### config.mk
export PLATFORM = sky130hd
export DESIGN_NAME = cacheCsr
export DESIGN_NICKNAME = d
export VERILOG_FILES = /design/src/hw/csrPkg.sv /design/src/hw/cacheCsr.sv
export SDC_FILE = /design/constraint.sdc
export NUM_CORES = 1
export LEC_CHECK = 0
export BUFFER_PORTS_ARGS = -buffer_cell sky130_fd_sc_hd__buf_2
export CAP_MARGIN = 20
export CORE_ASPECT_RATIO = 1.25
export CORE_MARGIN = 8
export CORE_UTILIZATION = 55
export CTS_BUF_LIST = sky130_fd_sc_hd__clkbuf_8
export DETAILED_ROUTE_END_ITERATION = 6
export MAX_ROUTING_LAYER = met4
export PLACE_DENSITY = 0.76
export RECOVER_POWER = 25
export SETUP_SLACK_MARGIN = 0.3
export SLEW_MARGIN = 0
export SYNTH_ARGS = -nofsm -noshare
export SYNTH_HDL_FRONTEND = slang
export SYNTH_SLANG_ARGS = --single-unit
### constraint.sdc
create_clock -name clk -period 5.4 [get_ports clk]
set_input_delay 0.27 -clock clk [delete_from_list [all_inputs] [get_ports clk]]
set_output_delay 0.27 -clock clk [all_outputs]
set_load 0.01 [all_outputs]
### src/hw/csrPkg.sv
`default_nettype none

package csrPkg;

  // register map
  typedef enum logic [1:0] {
    CTRL   = 2'd0,
    HITS   = 2'd1,
    MISSES = 2'd2,
    WBACKS = 2'd3
  } csrReg_e;

  typedef enum logic {
    LRU         = 1'b0,
    ROUND_ROBIN = 1'b1
  } replPolicy_e;

endpackage

`default_nettype wire

### src/hw/cacheCsr.sv
`timescale 1ns/1ps
`default_nettype none

module cacheCsr import csrPkg::*; (
  input  logic        clk,
  input  logic        rst_n,
  input  logic        regWrEn_i,
  input  csrReg_e     regAddr_i,
  input  logic [31:0] regWrData_i,
  output logic [31:0] regRdData_o,
  input  logic        hitEvt_i,
  input  logic        missEvt_i,
  input  logic        wbackEvt_i,
  output replPolicy_e policy_o
);

  localparam int CNT_W   = 32;
  localparam int NUM_CNT = 3;

  replPolicy_e       policyQ;
  logic [NUM_CNT-1:0] evt;
  // hits, misses, writebacks at register addresses 1 to 3
  logic [CNT_W-1:0]  cnt [NUM_CNT];

  assign evt      = {wbackEvt_i, missEvt_i, hitEvt_i};
  assign policy_o = policyQ;

  always_ff @(posedge clk or negedge rst_n) begin
    if (!rst_n) begin
      policyQ <= LRU;
    end else if (regWrEn_i && regAddr_i == CTRL) begin
      policyQ <= replPolicy_e'(regWrData_i[0]);
    end
  end

  // write clears, otherwise count and stick at all ones
  always_ff @(posedge clk or negedge rst_n) begin
    if (!rst_n) begin
      for (int i = 0; i < NUM_CNT; i++) begin
        cnt[i] <= '0;
      end
    end else begin
      for (int i = 0; i < NUM_CNT; i++) begin
        if (regWrEn_i && regAddr_i == csrReg_e'(i + 1)) begin
          cnt[i] <= '0;
        end else if (evt[i] && cnt[i] != {CNT_W{1'b1}}) begin
          cnt[i] <= cnt[i] + 1'b1;
        end
      end
    end
  end

  always_comb begin
    case (regAddr_i)
      CTRL:    regRdData_o = {{(CNT_W-1){1'b0}}, policyQ};
      HITS:    regRdData_o = cnt[0];
      MISSES:  regRdData_o = cnt[1];
      WBACKS:  regRdData_o = cnt[2];
      default: regRdData_o = '0;
    endcase
  end

endmodule

`default_nettype wire

==> reports/results.tsv, run 1 <==
stage	metric	value	unit
status	status	finished, violations left	
status	failing checks	max-capacitance violations, max-slew violations	
clock_tree	Clock Sinks	97	
worst_setup_path	Critical Path RT	5840	ps
timing	Worst Skew	7.15	ps
synth	commonest register cell after synthesis	dfrtp_1	
worst_setup_path	crit path DAT	3280	ps
place	pre-CTS WS	2320	ps
timing	final hold vios	0	
clock_tree	PostCTS Resize Cnt	0	
layout	most common cell after layout, fill and taps aside	dfrtp_1	
pwr	P_leak	2.70	nW
layout	area of the multi-input gates	3480	um2
synth	sequential fraction of the synthesis area	39.8	%
run	Max-cap violations	2	
route	vias after detailed routing	5856	
route	Remaining DRCs	0	
synth	#FFs+latches synth	97	
floorplanning	Row Count	43	
timing	Slew Limit Fails	82	
synth	mean post-synth cell area	8.90	um2
layout	Reg area	2430	um2
floorplanning	die height	134	um
place	detailed placement HPWL	12500	um
worst_setup_path	kind of critical path	input port to async pin	
place	RD Place Congestion	0.927	
synth	Syn. warnings	0	
global_route	largest net degree at the start of global routing	58	
layout	filler instances	965	
timing	slack of the critical path	2560	ps
clock_tree	Post-CTS Setup Inserts	0	
clock_tree	clk slew on worst S/H paths	100	ps
layout	Nets	753	
pwr	VDD IR max	0.000120	V
global_route	grt ovf	0	
clock_tree	hold_buf cts	1	
synth	Post-Syn Instances	685	
place	port bufs	41	
pwr	PwrDens	235	nW/um2
global_route	total track usage	25.2	%
clock_tree	Worst-Skew Late Latency	380	ps
floorplanning	DIE WIDTH	110	um
layout	most frequent cells in the layout	dfrtp_1, nand2_1, a21oi_1	
clock_tree	Bufs on Longest Clock Path	2	
clock_tree	CTS tree	yes	
timing	Slew @ Worst Pin	2290	ps
synth	Post-synth EDFFs	0	
global_route	initial antenna violation count	0	
global_route	first-pass GRT wire length	28700	um
synth	mapped cell area	6090	um2
floorplanning	CORE AREA	11000	um2
route	first-pass iteration count of the detailed router	5	
synth	Post-synth ARST share	100	%
floorplanning	I/O Pins	73	
timing	final period utilization	52.6	%
layout	fraction of layout cells with a size suffix above 1	15.0	%
timing	Rel. slew slack	-52.6	%
timing	final setup fails	0	
clock_tree	htree depth	3	
floorplanning	starting density of the core	55.5	%
route	Final ANT Viol Nets	0	
global_route	vias in the first global route	5468	
route	vias per cell	6.89	
clock_tree	CTS root buf	clkbuf_8	
worst_setup_path	Crit Path Max Fanout	57	
layout	Layout area overhead	8.50	%
worst_setup_path	Startpoint Class	input port	
timing	Final Critical Period	2840	ps
layout	# diodes	0	
route	drt wl/cell	20.7	um
timing	setup TNS	0	ps
timing	RSZ-0062 raised after global routing	no	
route	total wire length	17600	um
route	Starting DRT DRC Count	498	
timing	max frequency	352	MHz
worst_hold_path	HP Class	input port to flop	
synth	Distinct cells, synth	56	
synth	post-synthesis net count	728	
worst_setup_path	critical path capture point type	async pin	
floorplanning	full die area	14700	um2
clock_tree	cts bufs inserted	9	
## cell families (layout without fill, tap and decap cells)
kind of cell	Yosys count	count (layout)	share of synthesized area, %
and+or+nand+nor	293	293	26.5
AOI/OAI and AO/OA	184	184	19.9
DFF	97	97	39.8
buffers and inverters	50	80	3.29
muxes	35	35	6.57
xor gates and xnor gates	23	23	3.31
adders and majority gates	3	3	0.616
## power breakdown
part           total [mW]  internal (mW)  switching (mW)
clock               0.498          0.228           0.271
sequential          0.840          0.769          0.0708
combinational       0.213         0.0843           0.129
## stage by stage
step	hold slack (ps)	total power [mW]	instance area [um2]	std cells	util (%)
finish	118	1.55	6610	850	60.2
global route	125	1.61	6610	850	60.2
CTS	112	1.56	6600	848	60.1
detailed placement	282	1.06	6380	831	58.1
global placement	285	1.05	6380	831	58.1
floorplan	-25.6	0.971	6090	685	-
## layer usage
layer	GRT usage [%]	part of all wire [%]	up-vias
met5	-	0	-
met3	2.56	5.4	35
li1	-	-	2663
met4	10.0	2.5	0
met1	32.6	42	2920
met2	39.6	50	238
## Yosys cell counts (8+ instances only)
cell type | count | area share, %
a21oi_1 | 52 | 4.3
nand4_1 | 34 | 3.5
and3_1 | 12 | 1.2
xnor2_1 | 8 | 1.1
and4_1 | 12 | 1.7
or4_1 | 19 | 2.3
nand2_1 | 54 | 3.3
nand3_1 | 33 | 2.7
or3_1 | 40 | 4.1
mux2_2 | 30 | 5.5
o21ai_0 | 46 | 3.8
xor2_1 | 15 | 2.2
a22o_1 | 31 | 4.5
inv_1 | 15 | 0.92
dfrtp_1 | 97 | 40
clkbuf_1 | 24 | 1.5
nor3_1 | 9 | 0.74
nor2_1 | 46 | 2.8
o31ai_1 | 14 | 1.7
## worst max-delay path, cell delays in order
cell,delay (ps)
dlygate4sd3_1,520
clkbuf_1,1620
buf_4,830
## path summary, 6_finish.rpt
path | slack [ps] | cells after the start | startpoint | end
setup / recovery | 2560 | 3 | rst_n | cnt[80]$_DFFE_PN0P_
hold / removal | 120 | 2 | regWrData_i[0] | policy_o$_DFFE_PN0P_
setup reg to reg | 2720 | 6 | cnt[0]$_DFFE_PN0P_ | cnt[20]$_DFFE_PN0P_
hold reg to reg | 550 | 1 | policy_o$_DFFE_PN0P_ | policy_o$_DFFE_PN0P_
max in group clk | 2690 | 5 | regAddr_i[1] | regRdData_o[11]
min in group asynchronous | 1100 | 2 | rst_n | cnt[3]$_DFFE_PN0P_
## layout make-up
| class | count | share of cell area [%] |
|---|---|---|
| Clock inverter | 6 | 1.02 |
| Sequential cell | 97 | 36.7 |
| Multi-Input combinational cell | 538 | 52.7 |
| Tap cell | 135 | 2.55 |
| Inverter | 15 | 0.852 |
| Clock buffer | 10 | 2.08 |
| Timing Repair Buffer | 49 | 4.11 |
## registers in the layout (all words and copies together), names as in the netlist
register and cells:
cnt 96, policy_o 1
Note: power is estimated with default switching activity, not from simulation.
==> run 2, diff against run 1 <==
--- a/config.mk
+++ b/config.mk
@@ -5,6 +5,7 @@
 export SDC_FILE = /design/constraint.sdc
 export NUM_CORES = 1
 export LEC_CHECK = 0
+export ABC_AREA = 1
 export BUFFER_PORTS_ARGS = -buffer_cell sky130_fd_sc_hd__buf_2
 export CAP_MARGIN = 20
 export CORE_ASPECT_RATIO = 1.25
@@ -13,7 +14,7 @@
 export CTS_BUF_LIST = sky130_fd_sc_hd__clkbuf_8
 export DETAILED_ROUTE_END_ITERATION = 6
 export MAX_ROUTING_LAYER = met4
-export PLACE_DENSITY = 0.76
+export PLACE_DENSITY = 0.78
 export RECOVER_POWER = 25
 export SETUP_SLACK_MARGIN = 0.3
 export SLEW_MARGIN = 0
==> constraint.sdc (replaced) <==
create_clock -name clk -period 2.5 [get_ports clk]
set_input_delay 0.125 -clock clk [delete_from_list [all_inputs] [get_ports clk]]
set_output_delay 0.125 -clock clk [all_outputs]
set_load 0.01 [all_outputs]
==> reports/results.tsv, run 2 <==
stage	metric	value	unit	change
status	status	finished clean		
synth	post-synthesis net count	1151		+58%
layout	max FFs per register	96		unchanged
layout	# diodes	0		unchanged
place	detailed placement HPWL	16200	um	+30%
clock_tree	clk slew on worst S/H paths	100	ps	about the same
worst_setup_path	crit path DAT	2270	ps	-1010 ps
pwr	P_leak	3.50	nW	+30%
synth	Post-synth ARST share	100	%	unchanged
timing	Worst Skew	8.60	ps	+1.45 ps
worst_setup_path	r2r setup slk	500	ps	-2220 ps
route	first-pass iteration count of the detailed router	6		+1
layout	fraction of layout cells with a size suffix above 1	11.1	%	-3.9 points
floorplanning	Row Count	47		+9.3%
timing	setup TNS	0	ps	unchanged
clock_tree	CTS tree	yes		
worst_setup_path	CP startpoint	cnt[1]$_DFFE_PN0P_		
floorplanning	CORE AREA	13100	um2	+19%
route	met3 wire len	1420	um	+48%
floorplanning	full die area	17200	um2	+17%
global_route	first-pass GRT wire length	34400	um	+20%
worst_setup_path	Critical Path RT	2770	ps	-3070 ps
clock_tree	cts bufs inserted	9		unchanged
timing	Rel. slew slack	17.0	%	+70 points
timing	max frequency	500	MHz	
floorplanning	I/O Pins	73		unchanged
layout	most frequent cells in the layout	nand2_1, nor2_1, nand3_1		
clock_tree	htree depth	3		unchanged
timing	final hold vios	0		unchanged
worst_setup_path	Crit Path Max Fanout	13		-77%
floorplanning	die height	144	um	+8.1%
worst_hold_path	Hold Path End	policy_o$_DFFE_PN0P_		
synth	leading area contributor after synthesis	dfrtp_1		
route	vias after detailed routing	7382		+26%
synth	Syn. warnings	0		unchanged
clock_tree	Bufs on Longest Clock Path	2		unchanged
place	port bufs	41		unchanged
timing	slack of the critical path	499	ps	-2060 ps
timing	final period utilization	80.0	%	
synth	Distinct cells, synth	39		-30%
layout	Nets	1187		+58%
timing	final setup fails	0		unchanged
timing	Slew @ Worst Pin	1250	ps	-1040 ps
synth	Post-synth EDFFs	0		unchanged
worst_setup_path	kind of critical path	flop to flop		
route	max layer used	met4		
timing	Slew Limit Fails	0		-100%
place	pre-CTS WS	463	ps	-1850 ps
global_route	largest net degree at the start of global routing	47		-19%
route	DR WL met2	10000	um	+15%
route	drt wl/cell	16.2	um	-22%
clock_tree	Clock Sinks	97		unchanged
layout	most common cell after layout, fill and taps aside	nand2_1		
synth	sequential fraction of the synthesis area	33.4	%	-6.4 points
worst_setup_path	FF-to-FF path depth	10		+4
route	Remaining DRCs	0		unchanged
pwr	PwrDens	422	nW/um2	+80%
synth	Area contributors post-synth	dfrtp_1, nand2_1, nand3_1		
route	total wire length	21300	um	+21%
place	RD Place Congestion	0.982		+6.0%
synth	Post-Syn Instances	1108		+62%
clock_tree	CTS root buf	clkbuf_8		
route	M1 wire length	8920	um	+19%
synth	synth cell count leaders	nand2_1, nor2_1, nand3_1, dfrtp_1, inv_1		
layout	Reg with most FFs	cnt		
layout	Layout area overhead	7.57	%	
worst_hold_path	HP Class	input port to flop		
floorplanning	starting density of the core	55.6	%	+0.089 points
synth	mean post-synth cell area	6.55	um2	-26%
synth	#FFs+latches synth	97		unchanged
timing	RSZ-0062 raised after global routing	no		
route	vias per cell	5.59		-19%
global_route	grt ovf	0		unchanged
synth	mapped cell area	7260	um2	+19%
synth	commonest register cell after synthesis	dfrtp_1		
synth	post-synth top area share	33.4	%	-6.4 points
timing	Final Critical Period	2000	ps	
worst_hold_path	hold path depth	3		+1
floorplanning	DIE WIDTH	119	um	+7.8%
clock_tree	Worst-Skew Late Latency	380	ps	about the same
synth	cell with the most instances after synthesis	nand2_1		
route	Final ANT Viol Nets	0		unchanged
worst_hold_path	hold path start	regAddr_i[1]		
worst_setup_path	Startpoint Class	flop		
timing	smallest hold slack	56.5	ps	-61.8 ps
route	Starting DRT DRC Count	620		+24%
worst_setup_path	R2R Path End	cnt[19]$_DFFE_PN0P_		
global_route	total track usage	25.9	%	+0.71 points
pwr	VDD IR max	0.000216	V	+80%
global_route	vias in the first global route	6847		+25%
global_route	initial antenna violation count	0		unchanged
worst_setup_path	critical path capture point type	flop		
run	Max-cap violations	0		-2
worst_setup_path	R2R Path Start	cnt[1]$_DFFE_PN0P_		
run 2: stage by stage:
step | instances | power, mW | util, % | instance area, um2
finish | 1320 | 3.30 | 59.8 | 7810
global route | 1320 | 3.44 | 59.8 | 7810
CTS | 1320 | 3.32 | 59.8 | 7800
detailed placement | 1302 | 2.32 | 58.2 | 7600
global placement | 1302 | 2.31 | 58.2 | 7600
floorplan | 1108 | 2.14 | - | 7260
run 2: power breakdown:
part	total (mW)	internal (mW)	switching, mW
combinational	0.543	0.173	0.370
clock	1.00	0.412	0.590
sequential	1.75	1.65	0.103
total	3.30	2.24	1.06
run 2: kinds of logic (layout without fill, tap and decap cells):
| logic type | Yosys count | after routing | share of synthesized area [%] |
|---|---|---|---|
| adder cells (fa/ha/maj) | 3 | 3 | 0.517 |
| AO/OA/AOI/OAI | 123 | 123 | 10.5 |
| multiplexers | 1 | 1 | 0.310 |
| buffers and inverters | 133 | 174 | 7.96 |
| XOR/XNOR | 31 | 31 | 3.74 |
| AND/OR/NAND/NOR | 720 | 720 | 43.5 |
| flip-flops | 97 | 97 | 33.4 |
run 2: timing repair:
action	4_1_cts	5_1_grt
gates resized for setup	0	1
hold buffers	2	0
hold endpoints to repair	45	0
setup endpoints to repair	0	3
buffers inserted	0	0
run 2: metal layers:
layer  vias to the layer above  global-route usage (%)
met5                         -                       -
met4                         0                    13.7
met3                        61                    3.79
met2                       314                    43.0
met1                      3367                    30.2
li1                       3640                       -
run 2: worst max path at each step:
stage          depth (start not counted)                   to
3_5_place_dp                          10  cnt[71]$_DFFE_PN0P_
2_1_floorplan                         11   cnt[9]$_DFFE_PN0P_
4_1_cts                               10  cnt[76]$_DFFE_PN0P_
5_1_grt                               10  cnt[19]$_DFFE_PN0P_
6_report                              10  cnt[19]$_DFFE_PN0P_
3_3_place_gp                          10  cnt[82]$_DFFE_PN0P_
run 2: critical path, stage by stage, from the launching register on:
cell     delay (ps)
dfrtp_1         430
ha_1            190
nand2_1          80
nor2_2          240
nand2_4         120
nor2_8          180
nand2_4         100
nand3_2         220
inv_2           160
o21ai_0         100
nand2_1          70
run 2: final cells by class:
type | instances | area, um2
Fill cell | 1295 | 5250
Multi-Input combinational cell | 878 | 4260
Sequential cell | 97 | 2430
Inverter | 101 | 379
Timing Repair Buffer | 57 | 343
Tap cell | 171 | 214
Clock buffer | 11 | 151
Clock inverter | 5 | 31.3
